### src/aer_arbiter_consts.svh
// array geometry, timestamp width and APB register map macros
`ifndef AER_ARBITER_CONSTS_SVH
`define AER_ARBITER_CONSTS_SVH

// pixel array shape
`define AER_ROWS 8
`define AER_COLS 8

// level-0 tiles are square, 2x2 pixels
`define AER_GRP_SIDE 2
// (rows/side) * (cols/side)
`define AER_NUM_GRP 16

// wall clock width, also the timestamp field of an event
`define AER_TS_W 16

// APB byte addresses, 5-bit paddr
`define AER_REG_CTRL    5'h00
`define AER_REG_POLMASK 5'h04
`define AER_REG_TSDIV   5'h08
// read-only
`define AER_REG_EVTCNT  5'h0C
`define AER_REG_STATUS  5'h10

`endif

### src/aer_arbiter_pkg.sv
// shared packed structs: event word, configuration, APB request/response, pixel arrays
`include "aer_arbiter_consts.svh"

package aer_arbiter_pkg;

    // one address event as delivered on the output port
    typedef struct packed {
        logic [$clog2(`AER_ROWS)-1:0] row;
        logic [$clog2(`AER_COLS)-1:0] col;
        // 1 = ON, 0 = OFF
        logic                         polarity;
        logic [`AER_TS_W-1:0]         timestamp;
    } event_t;

    // register block to core
    typedef struct packed {
        logic       enable;
        logic       on_en;
        logic       off_en;
        // timestamp ticks every ts_div+1 cycles
        logic [7:0] ts_div;
        // single-cycle pulse
        logic       ts_clear;
    } aer_cfg_t;

    // APB master side
    typedef struct packed {
        logic        psel;
        logic        penable;
        logic        pwrite;
        logic [4:0]  paddr;
        logic [31:0] pwdata;
    } apb_req_t;

    // APB slave side, no pslverr
    typedef struct packed {
        logic [31:0] prdata;
        logic        pready;
    } apb_rsp_t;

    // per pixel: bit 0 ON, bit 1 OFF
    typedef logic [`AER_ROWS-1:0][`AER_COLS-1:0][1:0] pixel_req_t;
    // one grant bit per pixel
    typedef logic [`AER_ROWS-1:0][`AER_COLS-1:0] pixel_gnt_t;

endpackage

### src/aer_regs.sv
// APB register block: configuration, timestamp clear pulse, event counter, status
`timescale 1ns/1ps
`include "aer_arbiter_consts.svh"

module aer_regs
    import aer_arbiter_pkg::*;
(
    input  logic     clk_i,
    input  logic     rst_n_i,
    input  apb_req_t apb_req_i,
    input  logic     evt_fire_i,
    input  logic     busy_i,
    output apb_rsp_t apb_rsp_o,
    output aer_cfg_t cfg_o
);

    logic        access;
    logic        wr_en;
    logic        rd_en;
    logic [31:0] evt_cnt;

    // second phase of a transfer, always zero wait
    assign access = apb_req_i.psel & apb_req_i.penable;
    assign wr_en  = access & apb_req_i.pwrite;
    assign rd_en  = access & ~apb_req_i.pwrite;

    // configuration registers
    always_ff @(posedge clk_i or negedge rst_n_i) begin
        if (!rst_n_i) begin
            cfg_o.enable   <= 1'b0;
            cfg_o.on_en    <= 1'b1;
            cfg_o.off_en   <= 1'b1;
            cfg_o.ts_div   <= '0;
            cfg_o.ts_clear <= 1'b0;
        end else begin
            // ts_clear self-clears after one cycle
            cfg_o.ts_clear <= 1'b0;
            if (wr_en) begin
                case (apb_req_i.paddr)
                    `AER_REG_CTRL: begin
                        cfg_o.enable   <= apb_req_i.pwdata[0];
                        cfg_o.ts_clear <= apb_req_i.pwdata[1];
                    end
                    `AER_REG_POLMASK: begin
                        cfg_o.on_en  <= apb_req_i.pwdata[0];
                        cfg_o.off_en <= apb_req_i.pwdata[1];
                    end
                    `AER_REG_TSDIV: begin
                        cfg_o.ts_div <= apb_req_i.pwdata[7:0];
                    end
                    // EVTCNT and STATUS ignore writes
                    default: begin
                    end
                endcase
            end
        end
    end

    // one count per captured event
    always_ff @(posedge clk_i or negedge rst_n_i) begin
        if (!rst_n_i) begin
            evt_cnt <= '0;
        end else if (evt_fire_i) begin
            evt_cnt <= evt_cnt + 1'b1;
        end
    end

    // read mux, zero outside a read
    always_comb begin
        apb_rsp_o.prdata = '0;
        apb_rsp_o.pready = 1'b1;
        if (rd_en) begin
            case (apb_req_i.paddr)
                // ts_clear reads back as 0
                `AER_REG_CTRL:    apb_rsp_o.prdata = {31'b0, cfg_o.enable};
                `AER_REG_POLMASK: apb_rsp_o.prdata = {30'b0, cfg_o.off_en, cfg_o.on_en};
                `AER_REG_TSDIV:   apb_rsp_o.prdata = {24'b0, cfg_o.ts_div};
                `AER_REG_EVTCNT:  apb_rsp_o.prdata = evt_cnt;
                `AER_REG_STATUS:  apb_rsp_o.prdata = {31'b0, busy_i};
                default:          apb_rsp_o.prdata = '0;
            endcase
        end
    end

    // every access phase follows a setup phase
    a_apb_phase : assert property (
        @(posedge clk_i) disable iff (!rst_n_i)
        apb_req_i.penable |-> apb_req_i.psel && $past(apb_req_i.psel)
                              && !$past(apb_req_i.penable)
    ) else $error("aer_regs: penable without a preceding setup phase");

endmodule

### config.mk
export PLATFORM = sky130hd
export DESIGN_NAME = aer_regs
export DESIGN_NICKNAME = d
export VERILOG_FILES = /design/src/aer_arbiter_pkg.sv /design/src/aer_regs.sv
export VERILOG_INCLUDE_DIRS = /design/src
export SDC_FILE = /design/constraint.sdc
export NUM_CORES = 1
export LEC_CHECK = 0
export BUFFER_PORTS_ARGS = -buffer_cell sky130_fd_sc_hd__buf_4
export CORE_ASPECT_RATIO = 1.25
export CORE_MARGIN = 2
export CORE_UTILIZATION = 49
export CTS_CLUSTER_DIAMETER = 60
export DETAILED_ROUTE_END_ITERATION = 8
export GPL_TIMING_DRIVEN = 0
export MAX_ROUTING_LAYER = met4
export PLACE_DENSITY = 0.8
export SLEW_MARGIN = 20
export SYNTH_ARGS = -nofsm -noshare
export SYNTH_HDL_FRONTEND = slang
export SYNTH_SLANG_ARGS = --single-unit
### constraint.sdc
create_clock -name clk_i -period 6.6 [get_ports clk_i]
set_clock_uncertainty 0.15 [all_clocks]
set_input_delay 1.32 -clock clk_i [delete_from_list [all_inputs] [get_ports clk_i]]
set_output_delay 1.32 -clock clk_i [all_outputs]
set_load 0.02 [all_outputs]
==> metrics <==
worst r2r path cells 4; # port buffers 63; Crit Path Max Fanout 10; core area 4460 um^2; clock latency on the worst-skew pair 0.30 ns; pins over their slew limit 0; Die ar. 5270 um^2; Final Power 0.627 mW; via-per-instance ratio 5.32; ys flop type dfrtp_1; Worst EP arrival 3.06 ns; DR WL/cell 13.8 um; RD Place Congestion 0.919; Hold Crit Class reg -> reg; power per cell area 211 nW/um^2; largest net degree at the start of global routing 45; Post-Synthesis Cell Area 2300 um^2; Synth cell types 31; FF-to-FF End evt_cnt[31]; post-cts resize count 0; Async SR Flop Fraction 1.00; total wire length 4730 um; R2R setup slack 4.39 ns; Achievable Freq 0.221 GHz; Syn Inst Count 214; Hold Vio Cnt, Final 0; total gr overflow 0; # diodes 0; via count 1,824; slowest cell delay on critical path 0.56 ns; WP buf/inv 4; CP top delay family simple AND/OR/NAND/NOR gates; Num CTS Buffers 5; WHS Path Cells 1; I/O pin cnt 89; Die Ht 80.6 um; Yosys warnings 0; root buffer cell clkbuf_8; hold path startpoint evt_cnt[31]; vias in the first global route 1,883; Total Neg Setup Slack 0 ns; Hold-fix buffers, CTS 0; placed cell area 2850 um^2; Routed Antenna Nets 0; # fillers 398; Worst Hold Path EP evt_cnt[31]; total clock sinks 44; crit path launch type input pin; initial antenna violation count 0; fin crit share 0.686; RSZ-0062 raised after global routing no; die width 65.3 um; Leak 1.45 nW; Avg Inst Size Synth 10.8 um^2; dpl hpwl 3630 um; Starting DRT DRC Count 56; Reg2Reg Launch Point evt_cnt[5]; Max VDD drop 0.160 mV; Worst EP required 5.13 ns; number of synthesized flops with an enable pin 0; final setup violating endpoints 0; Seq cells post-synth 44; crit-path cells buf_4 -> or4b_4 -> or3_1 -> buf_6 -> nor2_8 -> buf_6 -> and2_1 -> buf_4; syn_nets 259; fin crit period 4.53 ns; clk slew on worst S/H paths 0.09 ns; Initial Utilization 0.516; GRT Overall Usage 0.202; Slew HR 0.244; Placement Rows 27; final instance area 2970 um^2; Critical Path Sink Type primary output; Longest Clk Path Bufs 2; fraction of layout instances using a drive strength above 1 0.337; DR pass1 iterations 4; sequential cell area fraction in the yosys report 0.479; Crit Path Category in -> out; CTS H-Tree Depth 2; outcome complete, no violations; Max Cap Viol 0; CP max-delay cell or4b_4; first-pass GRT wire length 8070 um; worst-margin pin slew 1.12 ns; post-CTS setup buffer count 0; nets 329; CTS tree built; area grow syn2layout 29.0%; DRC Markers 0
## final cells by class
type | count | area (um^2) | area share
Clock inverter | 3 | 46.3 | 0.0156
Tap cell | 58 | 72.6 | 0.0244
Buffer | 6 | 48.8 | 0.0164
Clock buffer | 5 | 68.8 | 0.0232
Inverter | 3 | 11.3 | 0.00379
Sequential cell | 44 | 1100 | 0.372
Timing Repair Buffer | 63 | 473 | 0.159
Multi-Input combinational cell | 161 | 1140 | 0.386
## synth_stat cells (all sizes together) (4+ instances only)
library cell / n / share of area
nand2: 12 / 0.020
buf: 4 / 0.018
nand4: 13 / 0.035
nor2: 15 / 0.032
and2: 25 / 0.068
mux2i: 8 / 0.035
xnor2: 18 / 0.068
nor3: 10 / 0.024
nand3: 9 / 0.020
nor4: 7 / 0.019
xor2: 13 / 0.049
and4: 4 / 0.015
mux2: 13 / 0.064
dfrtp: 42 / 0.46
## worst reg2reg max path, cell delays in order (launching register included)
cell	delay [ns]
dfrtp_1	0.46
nand4_1	0.18
nor4_1	0.94
nand4_1	0.21
xnor2_1	0.18
## registers in the layout, indices dropped and copies added (netlist names)
| register | count |
|---|---|
| cfg_o | 12 |
| evt_cnt | 32 |
## cells in the final DEF, fill, tap and decap left out
master,n
buf_6,3
mux2i_1,8
buf_4,64
inv_1,3
nor2_8,1
dfstp_2,2
xnor2_1,18
and2_1,25
and4_1,4
nor4_2,1
conb_1,1
nor4_1,6
or3_1,1
dfrtp_1,42
xor2_1,13
nand3_1,9
clkbuf_1,2
o21ai_0,1
nor2_1,14
inv_6,1
nor3_2,1
and3_1,3
or2_2,1
clkinvlp_4,1
nand2_1,12
nor3_1,9
a21oi_1,1
nand4_1,13
clkbuf_8,5
bufinv_16,1
or4_4,1
mux2_2,13
ha_1,1
nor3b_1,2
or4b_4,1
a221oi_1,1
## stage by stage
step                      hold slack [ns]  cells   util  setup WS, ns
after floorplan                     0.288    214      -          2.29
after global placement              0.303    335  0.639          2.08
after detailed placement            0.313    335  0.639          2.05
after CTS                           0.325    343  0.664          2.05
after global routing                0.350    343  0.666          1.99
final                               0.320    343  0.666          2.07
## cell families after synthesis
group                      count (synthesis)  synth area share
other                                      1           0.00163
AOI/OAI and AO/OA                          3           0.00815
adders and majority gates                  1           0.00543
and+or+nand+nor                          104             0.263
muxes                                     21            0.0984
DFF                                       44             0.479
xor gates and xnor gates                  31             0.118
buffers and inverters                      9            0.0261
## power by group
group          switching, mW  internal (mW)
Combinational         0.0399         0.0471
Sequential            0.0347          0.297
Clock                 0.0946          0.114
## worst max path at each step
| stage | endpoint | from | cells after the start | slack [ns] |
|---|---|---|---|---|
| floorplan | apb_rsp_o[10] | apb_req_i[33] | 4 | 2.29 |
| global placement | apb_rsp_o[22] | apb_req_i[33] | 8 | 2.08 |
| detailed placement | apb_rsp_o[22] | apb_req_i[33] | 8 | 2.05 |
| CTS | apb_rsp_o[22] | apb_req_i[33] | 8 | 2.05 |
| global route | apb_rsp_o[19] | apb_req_i[33] | 8 | 1.99 |
| finish | apb_rsp_o[22] | apb_req_i[33] | 8 | 2.07 |
## metal layers
layer	global-route usage	wire length, um	vias up
met5	-	0	-
met4	0.0750	107	0
met3	0.0350	204	14
met2	0.364	2510	56
met1	0.222	1910	867
li1	-	-	887
No activity file was read; power rests on OpenSTA's default activity.
