**src/aer_arbiter_consts.svh**
```systemverilog
// array geometry, timestamp width and APB register map macros
`ifndef AER_ARBITER_CONSTS_SVH
`define AER_ARBITER_CONSTS_SVH

// pixel array shape
`define AER_ROWS 8
`define AER_COLS 8

// level-0 tiles are square, 2x2 pixels
`define AER_GRP_SIDE 2
// (rows/side) * (cols/side)
`define AER_NUM_GRP 16

// wall clock width, also the timestamp field of an event
`define AER_TS_W 16

// APB byte addresses, 5-bit paddr
`define AER_REG_CTRL    5'h00
`define AER_REG_POLMASK 5'h04
`define AER_REG_TSDIV   5'h08
// read-only
`define AER_REG_EVTCNT  5'h0C
`define AER_REG_STATUS  5'h10

`endif

```
**src/aer_arbiter_pkg.sv**
```systemverilog
// shared packed structs: event word, configuration, APB request/response, pixel arrays
`include "aer_arbiter_consts.svh"

package aer_arbiter_pkg;

    // one address event as delivered on the output port
    typedef struct packed {
        logic [$clog2(`AER_ROWS)-1:0] row;
        logic [$clog2(`AER_COLS)-1:0] col;
        // 1 = ON, 0 = OFF
        logic                         polarity;
        logic [`AER_TS_W-1:0]         timestamp;
    } event_t;

    // register block to core
    typedef struct packed {
        logic       enable;
        logic       on_en;
        logic       off_en;
        // timestamp ticks every ts_div+1 cycles
        logic [7:0] ts_div;
        // single-cycle pulse
        logic       ts_clear;
    } aer_cfg_t;

    // APB master side
    typedef struct packed {
        logic        psel;
        logic        penable;
        logic        pwrite;
        logic [4:0]  paddr;
        logic [31:0] pwdata;
    } apb_req_t;

    // APB slave side, no pslverr
    typedef struct packed {
        logic [31:0] prdata;
        logic        pready;
    } apb_rsp_t;

    // per pixel: bit 0 ON, bit 1 OFF
    typedef logic [`AER_ROWS-1:0][`AER_COLS-1:0][1:0] pixel_req_t;
    // one grant bit per pixel
    typedef logic [`AER_ROWS-1:0][`AER_COLS-1:0] pixel_gnt_t;

endpackage

```
**src/event_encoder.sv**
```systemverilog
// event capture, pixel grant pulse and valid/ready event output
`timescale 1ns/1ps
`include "aer_arbiter_consts.svh"

module event_encoder
    import aer_arbiter_pkg::*;
(
    input  logic                          clk_i,
    input  logic                          rst_n_i,
    input  aer_cfg_t                      cfg_i,
    input  logic [`AER_NUM_GRP-1:0]       grp_sel_i,
    input  logic [`AER_NUM_GRP-1:0][1:0]  local_idx_i,
    input  logic [`AER_NUM_GRP-1:0]       masked_pol_i,
    input  logic [`AER_TS_W-1:0]          timestamp_i,
    input  logic                          evt_ready_i,
    output logic                          fire_o,
    output logic                          busy_o,
    output pixel_gnt_t                    gnt_o,
    output event_t                        evt_o,
    output logic                          evt_valid_o
);

    localparam int GPR = `AER_COLS / `AER_GRP_SIDE;

    logic [$clog2(`AER_NUM_GRP)-1:0] grp_idx;
    logic [1:0]                      loc;
    event_t                          evt_nxt;
    pixel_gnt_t                      gnt_nxt;

    // output slot empty or being drained this edge
    assign fire_o = (!evt_valid_o || evt_ready_i) && cfg_i.enable && |grp_sel_i;

    // holding an event or something waiting
    assign busy_o = evt_valid_o | (|grp_sel_i);

    // root choice is one-hot
    always_comb begin
        grp_idx = '0;
        for (int g = 0; g < `AER_NUM_GRP; g++) begin
            if (grp_sel_i[g]) begin
                grp_idx = ($clog2(`AER_NUM_GRP))'(g);
            end
        end
    end

    assign loc = local_idx_i[grp_idx];

    // tile position plus offset inside the tile
    always_comb begin
        evt_nxt.row       = ($bits(evt_nxt.row))'((grp_idx / GPR) * `AER_GRP_SIDE
                                                  + loc / `AER_GRP_SIDE);
        evt_nxt.col       = ($bits(evt_nxt.col))'((grp_idx % GPR) * `AER_GRP_SIDE
                                                  + loc % `AER_GRP_SIDE);
        evt_nxt.polarity  = masked_pol_i[grp_idx];
        evt_nxt.timestamp = timestamp_i;
        gnt_nxt           = '0;
        gnt_nxt[evt_nxt.row][evt_nxt.col] = 1'b1;
    end

    // control: valid and the single-cycle grant
    always_ff @(posedge clk_i or negedge rst_n_i) begin
        if (!rst_n_i) begin
            evt_valid_o <= 1'b0;
            gnt_o       <= '0;
        end else if (fire_o) begin
            evt_valid_o <= 1'b1;
            gnt_o       <= gnt_nxt;
        end else begin
            gnt_o <= '0;
            if (evt_ready_i) begin
                evt_valid_o <= 1'b0;
            end
        end
    end

    // payload, held until next capture
    always_ff @(posedge clk_i) begin
        if (fire_o) begin
            evt_o <= evt_nxt;
        end
    end

    // stalled event keeps its word and its valid
    a_stall_stable : assert property (
        @(posedge clk_i) disable iff (!rst_n_i)
        evt_valid_o && !evt_ready_i |=> evt_valid_o && $stable(evt_o)
    ) else $error("event_encoder: event changed while stalled");

    // a pixel is never granted on two consecutive cycles
    a_gnt_pulse : assert property (
        @(posedge clk_i) disable iff (!rst_n_i)
        |gnt_o |=> (gnt_o & $past(gnt_o)) == '0
    ) else $error("event_encoder: grant held longer than one cycle");

endmodule

```
**config.mk**
```make
export PLATFORM = sky130hd
export DESIGN_NAME = event_encoder
export DESIGN_NICKNAME = d
export VERILOG_FILES = /design/src/aer_arbiter_pkg.sv /design/src/event_encoder.sv
export VERILOG_INCLUDE_DIRS = /design/src
export SDC_FILE = /design/constraint.sdc
export NUM_CORES = 1
export LEC_CHECK = 0
export ABC_AREA = 1
export BUFFER_PORTS_ARGS = -buffer_cell sky130_fd_sc_hd__buf_2
export CORE_UTILIZATION = 45
export CTS_CLUSTER_SIZE = 12
export DETAILED_ROUTE_END_ITERATION = 10
export PLACE_DENSITY = 0.79
export SYNTH_ARGS = -nofsm -noshare
export SYNTH_HDL_FRONTEND = slang
export SYNTH_SLANG_ARGS = --single-unit
```
**constraint.sdc**
```tcl
create_clock -name clk_i -period 3 [get_ports clk_i]
set_clock_uncertainty 0.05 [all_clocks]
set_input_delay 0.6 -clock clk_i [delete_from_list [all_inputs] [get_ports clk_i]]
set_output_delay 0.6 -clock clk_i [all_outputs]
set_load 0.1 [all_outputs]
```
==> metrics.md <==
| Metric | Value |
|---|---|
| Sw Share | a little under a third |
| Psw | 789 µW |
| Detail Route Antenna Nets | 0 |
| Clock power share | between 20 and 30% |
| Routed wire per std cell | approximately 14 µm |
| Hold Path Class | input pin to async pin |
| Largest stage delay, worst path | roughly 400 ps |
| Fmax | 367 MHz |
| Slowest cell on the critical path | nor4_2 |
| Worst-path clk slew | 90 ps |
| Post-CTS setup buffers | 0 |
| Post-synth EDFFs | 23 |
| Critical path class | input pin to output port |
| Die Width | around 92 µm |
| H-tree Lvls | 3 |
| Drt initial violations | approximately 120 |
| Max Slew Vio Count | 0 |
| Overall Global Routing Usage | 22.5% |
| Status | finished, final reports clean |
| Minimum clock period | roughly 2700 ps |
| Top_reg_cell synth | dfrtp_1 |
| Post-synth top cells | nor2_1 (76), dfrtp_1 (65), nand2_1 (52) |
| Cts bufs inserted | 9 |
| Worst path cell trace | buf_2, nor4_2, inv_2, nor2_1, inv_1, nor2_4, nand3_1, nand3_1, clkinv_2, buf_2 |
| Critical-path maximum fanout | 3 |
| Leakage | roughly 0.0027 µW |
| Vias in the first global route | 2,895 |
| RSZ-0062 raised after global routing | no |
| Hpwl dp | 6880 µm |
| # setup viols final | 0 |
| Largest family of logic cells by synthesized area | simple AND/OR/NAND/NOR gates |
| Final Power | 2470 µW |
| Row Count | 32 |
| Remaining Overflow, GRT | 0 |
| Total Wirelength | 8920 µm |
| Area growth syn-to-layout | 34.7% |
| CTS tree | done |
| Post-synthesis sequential area ratio | 64.3% |
| R2R setup slack | 1270 ps |
| CORE AREA | 7730 µm² |
| Worst-margin pin slew | between 600 and 700 ps |
| Max cap viols | 0 |
| Adder-Cell Fraction of Synth Area | 0% |
| R2r startpoint | evt_valid_o |
| Yosys Warn Count | 0 |
| Startpoint Class | input pin |
| Port-buffer cells | roughly 170 |
| Vias per cell | about 4.6 |
| Vert. Die Dim | about 90 µm |
| Syn_area_per_cell | slightly above 10 µm² |
| Critical Path AT | ~2100 ps |
| Synth Area in Compound Gates | 2.81% |
| # nets final | 640 |
| CTS Buffer Depth | 2 |
| Ratio of cells with drive above 1 in the final layout | 42.4% |
| CP Capture Type | output port |
| Via count | ~3,000 |
| Top cells by area, synth | dfrtp_1 (45%), edfxtp_1 (19%), nor2_1 (7.9%), nand2_1 (5.4%), inv_1 (5.2%) |
| PwrDens | about 500 nW/µm² |
| DRC violations left | 0 |
| Slew HR | 56.8% |
| Global-route wire length before repair | 14,300 µm |
| Worst reg2reg endpoint | gnt_o[16] |
| Multiplexer share of the synthesized area | 0% |
| Flop pwr share | between 50% and 60% |
| Most numerous cell in the Yosys netlist | nor2_1 |
| Pre-Repair DR Iteration Count | 4 |
| Initial antenna violation count | 0 |
| Cells after synthesis | about 350 |
| I/O pin count | approximately 190 |
| Final design utilization | around 63% |
| Sink Count | a little under 90 |
| Post-synthesis sequential element count | 88 |
| Fin. Hold Viols | 0 |
| Post-Syn Nets | ~450 |
| Initial Util | between 40% and 50% |
| Comb pwr share | between 10% and 20% |
| Pint | roughly 1700 µW |
| Ant diodes | 0 |
| Gpl congestion | about 0.79 |
| Top cell type's share of synthesized area | roughly 45% |
| CTS root buffer | clkbuf_8 |
| Filler cells | 662 |
| Period utilization | between 90% and 100% |
| TNS Setup | 0 ps |
| Async S/R FF share, synth | between 70% and 80% |
| Largest net degree at the start of global routing | 36 |
| R2R depth | 8 |
| Clock latency on the worst-skew pair | 350 ps |
| Synth Area in XOR/XNOR | 0% |
| Cell taking the most area after synthesis | dfrtp_1 |
| Post-Place Cells | 636 |
| DIE AREA | approximately 8400 µm² |
| Hold Buf Count CTS | 0 |
| Simple-gate share of the synthesized area | 26.5% |
| Finished Layout Cells | around 650 |
| Cts repair resizes | 0 |
| Post-synth cell types | 28 |
| Worst VDD drop | approximately 0.00027 V |
| Critical Path RT | 2350 ps |
| Netlist Area Pre-Place | about 3600 µm² |
layer usage:
| metal | global-route usage (%) | part of all wire (%) | vias to the layer above |
|---|---|---|---|
| met5 | 0 | 0 | - |
| met4 | 7.01 | 1.0 | 0 |
| met3 | 4.69 | 6.1 | 6 |
| met2 | 39.6 | 51 | 119 |
| met1 | 27.8 | 42 | 1393 |
| li1 | - | - | 1503 |
power by group through the flow:
stage,clock (µW),sequential (µW),combinational (µW)
2_1_floorplan,0,1480,151
3_3_place_gp,0,1290,472
3_5_place_dp,0,1290,480
4_1_cts,755,1270,481
5_1_grt,795,1270,514
6_report,730,1270,477
cell families (layout without fill, tap and decap cells):
logic type / after synthesis / in the layout
and+or+nand+nor: 193 / 193
DFF: 88 / 88
buffers and inverters: 57 / 256
AOI/OAI and AO/OA: 13 / 13
worst max-delay path by stage:
stage / from / endpoint / slack (ps) / cells past startpoint
finish: grp_sel_i[12] / fire_o / 280 / 10
global route: grp_sel_i[12] / fire_o / 140 / 10
CTS: grp_sel_i[12] / fire_o / 260 / 10
detailed placement: grp_sel_i[2] / gnt_o[53] / 170 / 23
global placement: grp_sel_i[2] / gnt_o[52] / 220 / 23
floorplan: grp_sel_i[12] / busy_o / 60 / 6
placed cells by master, fill, tap and decap left out, types with 5 or more instances in the layout:
master,netlist,layout
nand2_2,5,5
clkbuf_8,0,9
nand3_1,32,32
nand2_4,7,7
inv_1,50,50
a22oi_1,8,8
edfxtp_1,23,23
nor2_1,76,76
buf_2,1,173
nand3_2,8,8
dfrtp_1,65,65
nand2_1,52,52
buf_4,0,15
worst max-delay path, delay by kind of cell:
family        cells  cell delay (ps)
simple gates      5              810
buf+inv           5              650
flip-flops by register name, indices dropped and copies added (netlist names):
| signal | count |
|---|---|
| evt_valid_o | 1 |
| evt_o | 23 |
| gnt_o | 64 |
final cells by class:
cell class / count / area (µm²) / share of cell area (%)
well taps: 102 / 128 / 2.63
multi-input cells: 206 / 1060 / 21.8
repair buffers: 188 / 978 / 20.1
clock buffers: 10 / 128 / 2.63
inverters: 52 / 196 / 4.05
clock inverters: 6 / 50.0 / 1.03
flip-flops and latches: 88 / 2320 / 47.7
per-stage QoR:
step | worst slack, ps | cell area (µm²) | hold slack, ps
6_report | 277 | 4860 | 213
3_3_place_gp | 221 | 4680 | 555
3_5_place_dp | 166 | 4680 | 554
4_1_cts | 259 | 4860 | 219
2_1_floorplan | 56.4 | 3610 | 254
5_1_grt | 140 | 4860 | 243
(Power assumes the default switching activity.)
