### config.mk
export PLATFORM = sky130hd
export DESIGN_NAME = wall_clock
export DESIGN_NICKNAME = d
export VERILOG_FILES = /design/src/aer_arbiter_pkg.sv /design/src/wall_clock.sv
export VERILOG_INCLUDE_DIRS = /design/src
export SDC_FILE = /design/constraint.sdc
export NUM_CORES = 1
export LEC_CHECK = 0
export BUFFER_PORTS_ARGS = -buffer_cell sky130_fd_sc_hd__buf_4
export CORE_ASPECT_RATIO = 0.7
export CORE_MARGIN = 2
export CORE_UTILIZATION = 45
export CTS_CLUSTER_DIAMETER = 200
export DETAILED_ROUTE_END_ITERATION = 12
export PLACE_DENSITY = 0.7
export SLEW_MARGIN = 10
export SYNTH_ARGS = -nofsm -noshare
export SYNTH_HDL_FRONTEND = slang
export SYNTH_SLANG_ARGS = --single-unit
### constraint.sdc
create_clock -name clk_i -period 2.1 [get_ports clk_i]
set_input_delay 0.63 -clock clk_i [delete_from_list [all_inputs] [get_ports clk_i]]
set_output_delay 0.63 -clock clk_i [all_outputs]
set_load 0.005 [all_outputs]
### src/aer_arbiter_consts.svh
// array geometry, timestamp width and APB register map macros
`ifndef AER_ARBITER_CONSTS_SVH
`define AER_ARBITER_CONSTS_SVH

// pixel array shape
`define AER_ROWS 8
`define AER_COLS 8

// level-0 tiles are square, 2x2 pixels
`define AER_GRP_SIDE 2
// (rows/side) * (cols/side)
`define AER_NUM_GRP 16

// wall clock width, also the timestamp field of an event
`define AER_TS_W 16

// APB byte addresses, 5-bit paddr
`define AER_REG_CTRL    5'h00
`define AER_REG_POLMASK 5'h04
`define AER_REG_TSDIV   5'h08
// read-only
`define AER_REG_EVTCNT  5'h0C
`define AER_REG_STATUS  5'h10

`endif

### src/aer_arbiter_pkg.sv
// shared packed structs: event word, configuration, APB request/response, pixel arrays
`include "aer_arbiter_consts.svh"

package aer_arbiter_pkg;

    // one address event as delivered on the output port
    typedef struct packed {
        logic [$clog2(`AER_ROWS)-1:0] row;
        logic [$clog2(`AER_COLS)-1:0] col;
        // 1 = ON, 0 = OFF
        logic                         polarity;
        logic [`AER_TS_W-1:0]         timestamp;
    } event_t;

    // register block to core
    typedef struct packed {
        logic       enable;
        logic       on_en;
        logic       off_en;
        // timestamp ticks every ts_div+1 cycles
        logic [7:0] ts_div;
        // single-cycle pulse
        logic       ts_clear;
    } aer_cfg_t;

    // APB master side
    typedef struct packed {
        logic        psel;
        logic        penable;
        logic        pwrite;
        logic [4:0]  paddr;
        logic [31:0] pwdata;
    } apb_req_t;

    // APB slave side, no pslverr
    typedef struct packed {
        logic [31:0] prdata;
        logic        pready;
    } apb_rsp_t;

    // per pixel: bit 0 ON, bit 1 OFF
    typedef logic [`AER_ROWS-1:0][`AER_COLS-1:0][1:0] pixel_req_t;
    // one grant bit per pixel
    typedef logic [`AER_ROWS-1:0][`AER_COLS-1:0] pixel_gnt_t;

endpackage

### src/wall_clock.sv
// prescaled free-running timestamp counter with synchronous clear
`timescale 1ns/1ps
`include "aer_arbiter_consts.svh"

module wall_clock
    import aer_arbiter_pkg::*;
(
    input  logic                 clk_i,
    input  logic                 rst_n_i,
    input  aer_cfg_t             cfg_i,
    output logic [`AER_TS_W-1:0] timestamp_o
);

    // counts 0..ts_div, then one timestamp tick
    logic [7:0] div_cnt;

    always_ff @(posedge clk_i or negedge rst_n_i) begin
        if (!rst_n_i) begin
            div_cnt     <= '0;
            timestamp_o <= '0;
        end else if (cfg_i.ts_clear) begin
            // restart both stages together
            div_cnt     <= '0;
            timestamp_o <= '0;
        end else if (div_cnt >= cfg_i.ts_div) begin
            div_cnt     <= '0;
            // wraps at full scale
            timestamp_o <= timestamp_o + 1'b1;
        end else begin
            div_cnt <= div_cnt + 1'b1;
        end
    end

endmodule
==> flow_metrics.env, run 1 <==
export IMPL_status="complete, no violations"
export IMPL_layout_common_cells="buf_4 (33), dfrtp_1 (24), nor2_1 (14)"
export IMPL_slowest_stage="or3_1"
export IMPL_vias_per_cell=5.57
export IMPL_grt_max_degree=25
export IMPL_slew_violations=0
export IMPL_clk_pin_slew_ns=0.08
export IMPL_syn_nets=172
export IMPL_dr_pass1_iters=4
export IMPL_path_max_fanout=15
export IMPL_row_count=16
export IMPL_cap_violations=0
export IMPL_hold_violations=0
export IMPL_slowest_delay_ns=0.39
export IMPL_synthToLayoutAreaGrowth_pct=26.3
export IMPL_cts_num_sinks=24
export IMPL_crit_top_cell="buf_4"
export IMPL_p_leak_nw=0.805
export IMPL_seq_area_sq_um=601
export IMPL_crit_path_end_kind="register"
export IMPL_grt_pass1_wl_um=4970
export IMPL_drc=0
export IMPL_drive_gt1_share_pct=30.3
export IMPL_cts_made_buffers=3
export IMPL_drtIter0Drc=70
export IMPL_synth_edff_count=0
export IMPL_worst_setup_path_start_kind="input port"
export IMPL_antenna_found_initial=0
export IMPL_ys_types=35
export IMPL_multi_input_area_sq_um=771
export IMPL_antenna_cells=0
export IMPL_cp_required_ns=2.30
export IMPL_skew_ns=0.00474
export IMPL_dieArea_sq_um=3600
export IMPL_path_cells="buf_4, inv_1, ha_2, o211ai_1, o21ai_1, a221oi_2, buf_4, buf_12, or3_1, a21oi_2"
export IMPL_hold_buffers=0
export IMPL_slew_headroom_pct=79.5
export IMPL_vias=1193
export IMPL_yosysSeqAreaShare_pct=42.6
export IMPL_grt_total_usage_pct=17.7
export IMPL_final_common_cell="buf_4"
export IMPL_hpwl_um=2260
export IMPL_finalSetupViolCount=0
export IMPL_grt_pass1_vias=1114
export IMPL_ir_drop_uv=334
export IMPL_critPathTopFamily="compound AO/OA/AOI/OAI gates"
export IMPL_ys_flop_type="dfrtp_1"
export IMPL_place_gp_congestion=0.857
export IMPL_cts_buffer_depth=2
export IMPL_timing_final_crit_share_pct=98.8
export IMPL_portBuffers=26
export IMPL_ys_seq_elements=24
export IMPL_start_util_pct=48.9
export IMPL_insertion_delay_ns=0.27
export IMPL_finalSetupTns_ns=0
export IMPL_critPathBufInv=4
export IMPL_p_total_mw=0.870
export IMPL_max_freq_mhz=482
export IMPL_synthArstFlopShare_pct=100
export IMPL_cts_root_buffer="clkbuf_8"
export IMPL_fin_ws_ns=0.0259
export IMPL_totalWireLength_um=3090
export IMPL_yosysWarningCount=0
export IMPL_die_w_um=70.9
export IMPL_routedWlPerCell_um=14.4
export IMPL_pre_cts_ws_ns=-0.235
export IMPL_criticalPathCategory="input port to register"
export IMPL_syn_inst=148
export IMPL_worst_pin_slew_ns=0.308
export IMPL_powerDensity_nw_per_um2=489
export IMPL_fin_util_pct=61.8
export IMPL_cts_tree="yes"
export IMPL_fin_nets=203
export IMPL_gr_total_overflow=0
export IMPL_h_tree_depth=1
export IMPL_io_pins=30
export IMPL_hp_class="input port to async pin"
export IMPL_crit_arrival_ns=2.27
export IMPL_die_y_um=50.8
export IMPL_drtAntennaViolNets=0
export IMPL_fillers=230
export IMPL_layout_min_cycle_time_ns=2.07
export IMPL_synth_area_sq_um=1410
export IMPL_synth_area_per_cell_sq_um=9.53
export IMPL_coreArea_sq_um=2880
-- cells by family (layout without fill, tap and decap cells) --
kind of cell	Yosys count	after routing	synth area share, %
AND/OR/NAND/NOR	54	54	21.1
AO/OA/AOI/OAI	32	32	13.8
multiplexers	2	2	1.77
XOR/XNOR	7	7	4.35
adder cells (fa/ha/maj)	10	10	8.87
flip-flops	24	24	42.6
buffers and inverters	19	49	7.54
-- flip-flops by register name, summed over array words and instances, names as in the netlist --
| signal | flops |
|---|---|
| timestamp_o | 16 |
| div_cnt | 8 |
-- cells in the mapped netlist, drive strengths merged, types with 3 or more instances --
| master | count | area (sq um) |
|---|---|---|
| nand4 | 5 | 31.3 |
| or3 | 9 | 56.3 |
| nand3 | 7 | 35.0 |
| dfrtp | 24 | 601 |
| xnor2 | 4 | 35.0 |
| nor2 | 14 | 52.6 |
| a21oi | 13 | 65.1 |
| ha | 10 | 125 |
| clkbuf | 3 | 11.3 |
| buf | 5 | 53.8 |
| inv | 11 | 41.3 |
| nand2 | 6 | 22.5 |
| o21ai | 12 | 60.1 |
| xor2 | 3 | 26.3 |
-- layer usage --
metal	up-vias	track usage, %	part of all wire, %
li1	588	-	-
met1	552	23.8	48
met2	45	28.3	45
met3	8	4.73	5.6
met4	0	4.72	1.5
met5	-	0	0
-- power breakdown --
part	leakage [nW]	internal [mW]	switching, mW
logic	0.443	0.0388	0.0428
registers	0.333	0.467	0.00606
clock network	0.0288	0.168	0.148
total	0.805	0.674	0.197
-- repair_timing --
item / 4_1_cts / 5_1_grt
endpoints found under the setup margin: 0 / 13
setup buffers: 0 / 1
gates resized for setup: 0 / 3
endpoints found under the hold margin: 0 / 0
-- area by class of cell --
cell class / count / area share (%)
Timing Repair Buffer: 34 / 15.0
Clock buffer: 4 / 3.09
Sequential cell: 24 / 33.7
Inverter: 11 / 2.32
Multi-Input combinational cell: 105 / 43.3
Tap cell: 36 / 2.53
-- worst reg2reg max path, delay by kind of cell, from the launching register on --
kind,cells,cell delay [ns]
AOI/OAI and AO/OA,4,0.52
adders and majority gates,1,0.30
DFF,1,0.45
and+or+nand+nor,1,0.39
buffers and inverters,2,0.33
-- stage by stage --
step	cells	instance area, sq um	hold WS, ns
after global routing	214	1780	0.260
after global placement	209	1710	0.476
final	214	1780	0.241
after floorplan	148	1470	0.334
after CTS	213	1760	0.252
after detailed placement	209	1710	0.479
-- path summary, 6_finish.rpt --
kind,from,to,slack [ns],depth (start not counted)
hold / removal,rst_n_i,timestamp_o[3]$_DFFE_PN0P_,0.24,1
max in group asynchronous,rst_n_i,div_cnt[2]$_DFF_PN0_,1.62,1
hold reg to reg,div_cnt[0]$_DFF_PN0_,div_cnt[0]$_DFF_PN0_,0.48,1
setup / recovery,cfg_i[3],timestamp_o[3]$_DFFE_PN0P_,0.03,10
min in group clk_i,div_cnt[0]$_DFF_PN0_,div_cnt[0]$_DFF_PN0_,0.48,1
setup reg to reg,div_cnt[3]$_DFF_PN0_,timestamp_o[3]$_DFFE_PN0P_,0.05,8
(Power assumes the default switching activity.)
==> run 2, diff against run 1 <==
==> constraint.sdc (replaced) <==
create_clock -name clk_i -period 2.7 [get_ports clk_i]
set_input_delay 0.81 -clock clk_i [delete_from_list [all_inputs] [get_ports clk_i]]
set_output_delay 0.81 -clock clk_i [all_outputs]
set_load 0.005 [all_outputs]
==> run 2 against run 1 <==
Effect of this change:
- critical path depth fell by 1
- clock power fell by 24%
- flip-flop and latch count did not move
- wire length fell by 5.3%
- global-route usage rose by 0.73 points
- utilization fell by 4.2 points
==> flow_metrics.env, run 2 (synthesis gave the netlist of run 1 again) <==
export IMPL_fin_nets=196
export IMPL_path_max_fanout=30
export IMPL_synthToLayoutAreaGrowth_pct=17.7
export IMPL_top_regs="timestamp_o (16), div_cnt (8)"
export IMPL_h_tree_depth=1
export IMPL_layout_min_cycle_time_ns=2.41
export IMPL_largest_register="timestamp_o"
export IMPL_cts_root_buffer="clkbuf_8"
export IMPL_dieArea_sq_um=3600
export IMPL_drc=0
export IMPL_largest_reg_flops=16
export IMPL_path_cells="buf_4, inv_1, ha_1, a211oi_2, o21ai_1, a221oi_2, buf_12, nor3b_1, mux2_4"
export IMPL_max_freq_mhz=416
export IMPL_p_sw_mw=0.143
export IMPL_io_pins=30
export IMPL_coreArea_sq_um=2880
export IMPL_cts_buffer_depth=2
export IMPL_slowest_delay_ns=0.38
export IMPL_skew_ns=0.00215
export IMPL_intPower_mw=0.516
export IMPL_pre_cts_ws_ns=0.0130
export IMPL_r2r_start="div_cnt[3]$_DFF_PN0_"
export IMPL_fin_ws_ns=0.294
export IMPL_totalWireLength_um=2920
export IMPL_dr_pass1_iters=4
export IMPL_routedWlPerCell_um=14.1
export IMPL_finalSetupViolCount=0
export IMPL_row_count=16
export IMPL_powerDensity_nw_per_um2=397
export IMPL_drive_gt1_share_pct=20.5
export IMPL_pwr_share_comb_pct=7.8
export IMPL_slew_violations=0
export IMPL_post_cts_buffers=0
export IMPL_slowest_stage="a221oi_2"
export IMPL_fin_hold_ws_ns=0.428
export IMPL_ir_drop_uv=260
export IMPL_rsz0062_at_grt="no"
export IMPL_slew_headroom_pct=79.3
export IMPL_cts_tree="yes"
export IMPL_antenna_found_initial=0
export IMPL_antenna_cells=0
export IMPL_final_common_cell="buf_4"
export IMPL_crit_arrival_ns=2.56
export IMPL_cts_made_buffers=3
export IMPL_drtIter0Drc=127
export IMPL_insertion_delay_ns=0.26
export IMPL_hpwl_um=2110
export IMPL_p_leak_nw=0.777
export IMPL_cp_required_ns=2.86
export IMPL_stdcell_count=207
export IMPL_critPathBufInv=3
export IMPL_cts_num_sinks=24
export IMPL_timing_final_crit_share_pct=89.1
export IMPL_grt_pass1_vias=1161
export IMPL_vias_per_cell=5.77
export IMPL_die_w_um=70.9
export IMPL_sw_frac_of_total_pct=21.8
export IMPL_seqPwrFrac_pct=55.7
export IMPL_worst_pin_slew_ns=0.311
export IMPL_finalSetupTns_ns=0
export IMPL_place_gp_congestion=0.825
export IMPL_hp_class="input port to async pin"
export IMPL_gr_total_overflow=0
export IMPL_r2r_setup_slack_ns=0.52
export IMPL_clk_pin_slew_ns=0.08
export IMPL_die_y_um=50.8
export IMPL_layout_common_cells="buf_4 (26), dfrtp_1 (24), nor2_1 (14)"
export IMPL_dp_cells=203
export IMPL_crit_start="cfg_i[4]"
export IMPL_drtAntennaViolNets=0
export IMPL_worst_setup_path_start_kind="input port"
export IMPL_grt_total_usage_pct=18.4
export IMPL_vias=1194
export IMPL_p_clk_share_pct=36.4
export IMPL_criticalPathCategory="input port to register"
export IMPL_hold_violations=0
export IMPL_cap_violations=0
export IMPL_grt_max_degree=31
export IMPL_start_util_pct=48.9
export IMPL_critPathTopFamily="compound AO/OA/AOI/OAI gates"
export IMPL_grt_pass1_wl_um=5280
export IMPL_status="complete, no violations"
export IMPL_portBuffers=26
export IMPL_crit_path_end_kind="register"
export IMPL_hold_buffers=0
export IMPL_cts_repair_resized=0
run 2: changes by cell type in the layout (fill, tap and decap cells not counted), sizes merged:
cell  change
buf       -7
run 2: per-layer routing:
layer | GRT usage (%) | vias up | part of all wire, %
met5 | 0 | - | 0
met4 | 2.52 | 0 | 0.45
met3 | 4.93 | 4 | 4.9
met2 | 30.8 | 33 | 48
met1 | 24.7 | 590 | 47
li1 | - | 567 | -
run 2: path summary, 6_finish.rpt:
check,cells after the start,end
max,9,timestamp_o[9]$_DFFE_PN0P_
min,1,div_cnt[7]$_DFF_PN0_
max reg2reg,7,timestamp_o[9]$_DFFE_PN0P_
min reg2reg,1,div_cnt[0]$_DFF_PN0_
max in group asynchronous,1,timestamp_o[7]$_DFFE_PN0P_
min in group clk_i,1,div_cnt[0]$_DFF_PN0_
run 2: power by group through the flow:
stage / clock network (mW) / registers [mW] / logic, mW
5_1_grt: 0.268 / 0.368 / 0.0616
4_1_cts: 0.247 / 0.367 / 0.0529
3_3_place_gp: 0 / 0.374 / 0.0491
3_5_place_dp: 0 / 0.375 / 0.0527
2_1_floorplan: 0 / 0.374 / 0.0284
6_report: 0.240 / 0.367 / 0.0517
run 2: cell type report:
class,instances,area (sq um)
multi-input cells,105,703
flip-flops and latches,24,601
repair buffers,27,215
well taps,36,45.0
fillers,258,1220
clock buffers,4,55.1
inverters,11,41.3
run 2: stage by stage:
step	power [mW]	utilization, %	cell area (sq um)
final	0.659	57.6	1660
after global routing	0.697	57.6	1660
after CTS	0.667	57.6	1660
after detailed placement	0.427	55.7	1610
after global placement	0.424	55.7	1610
after floorplan	0.402	-	1410
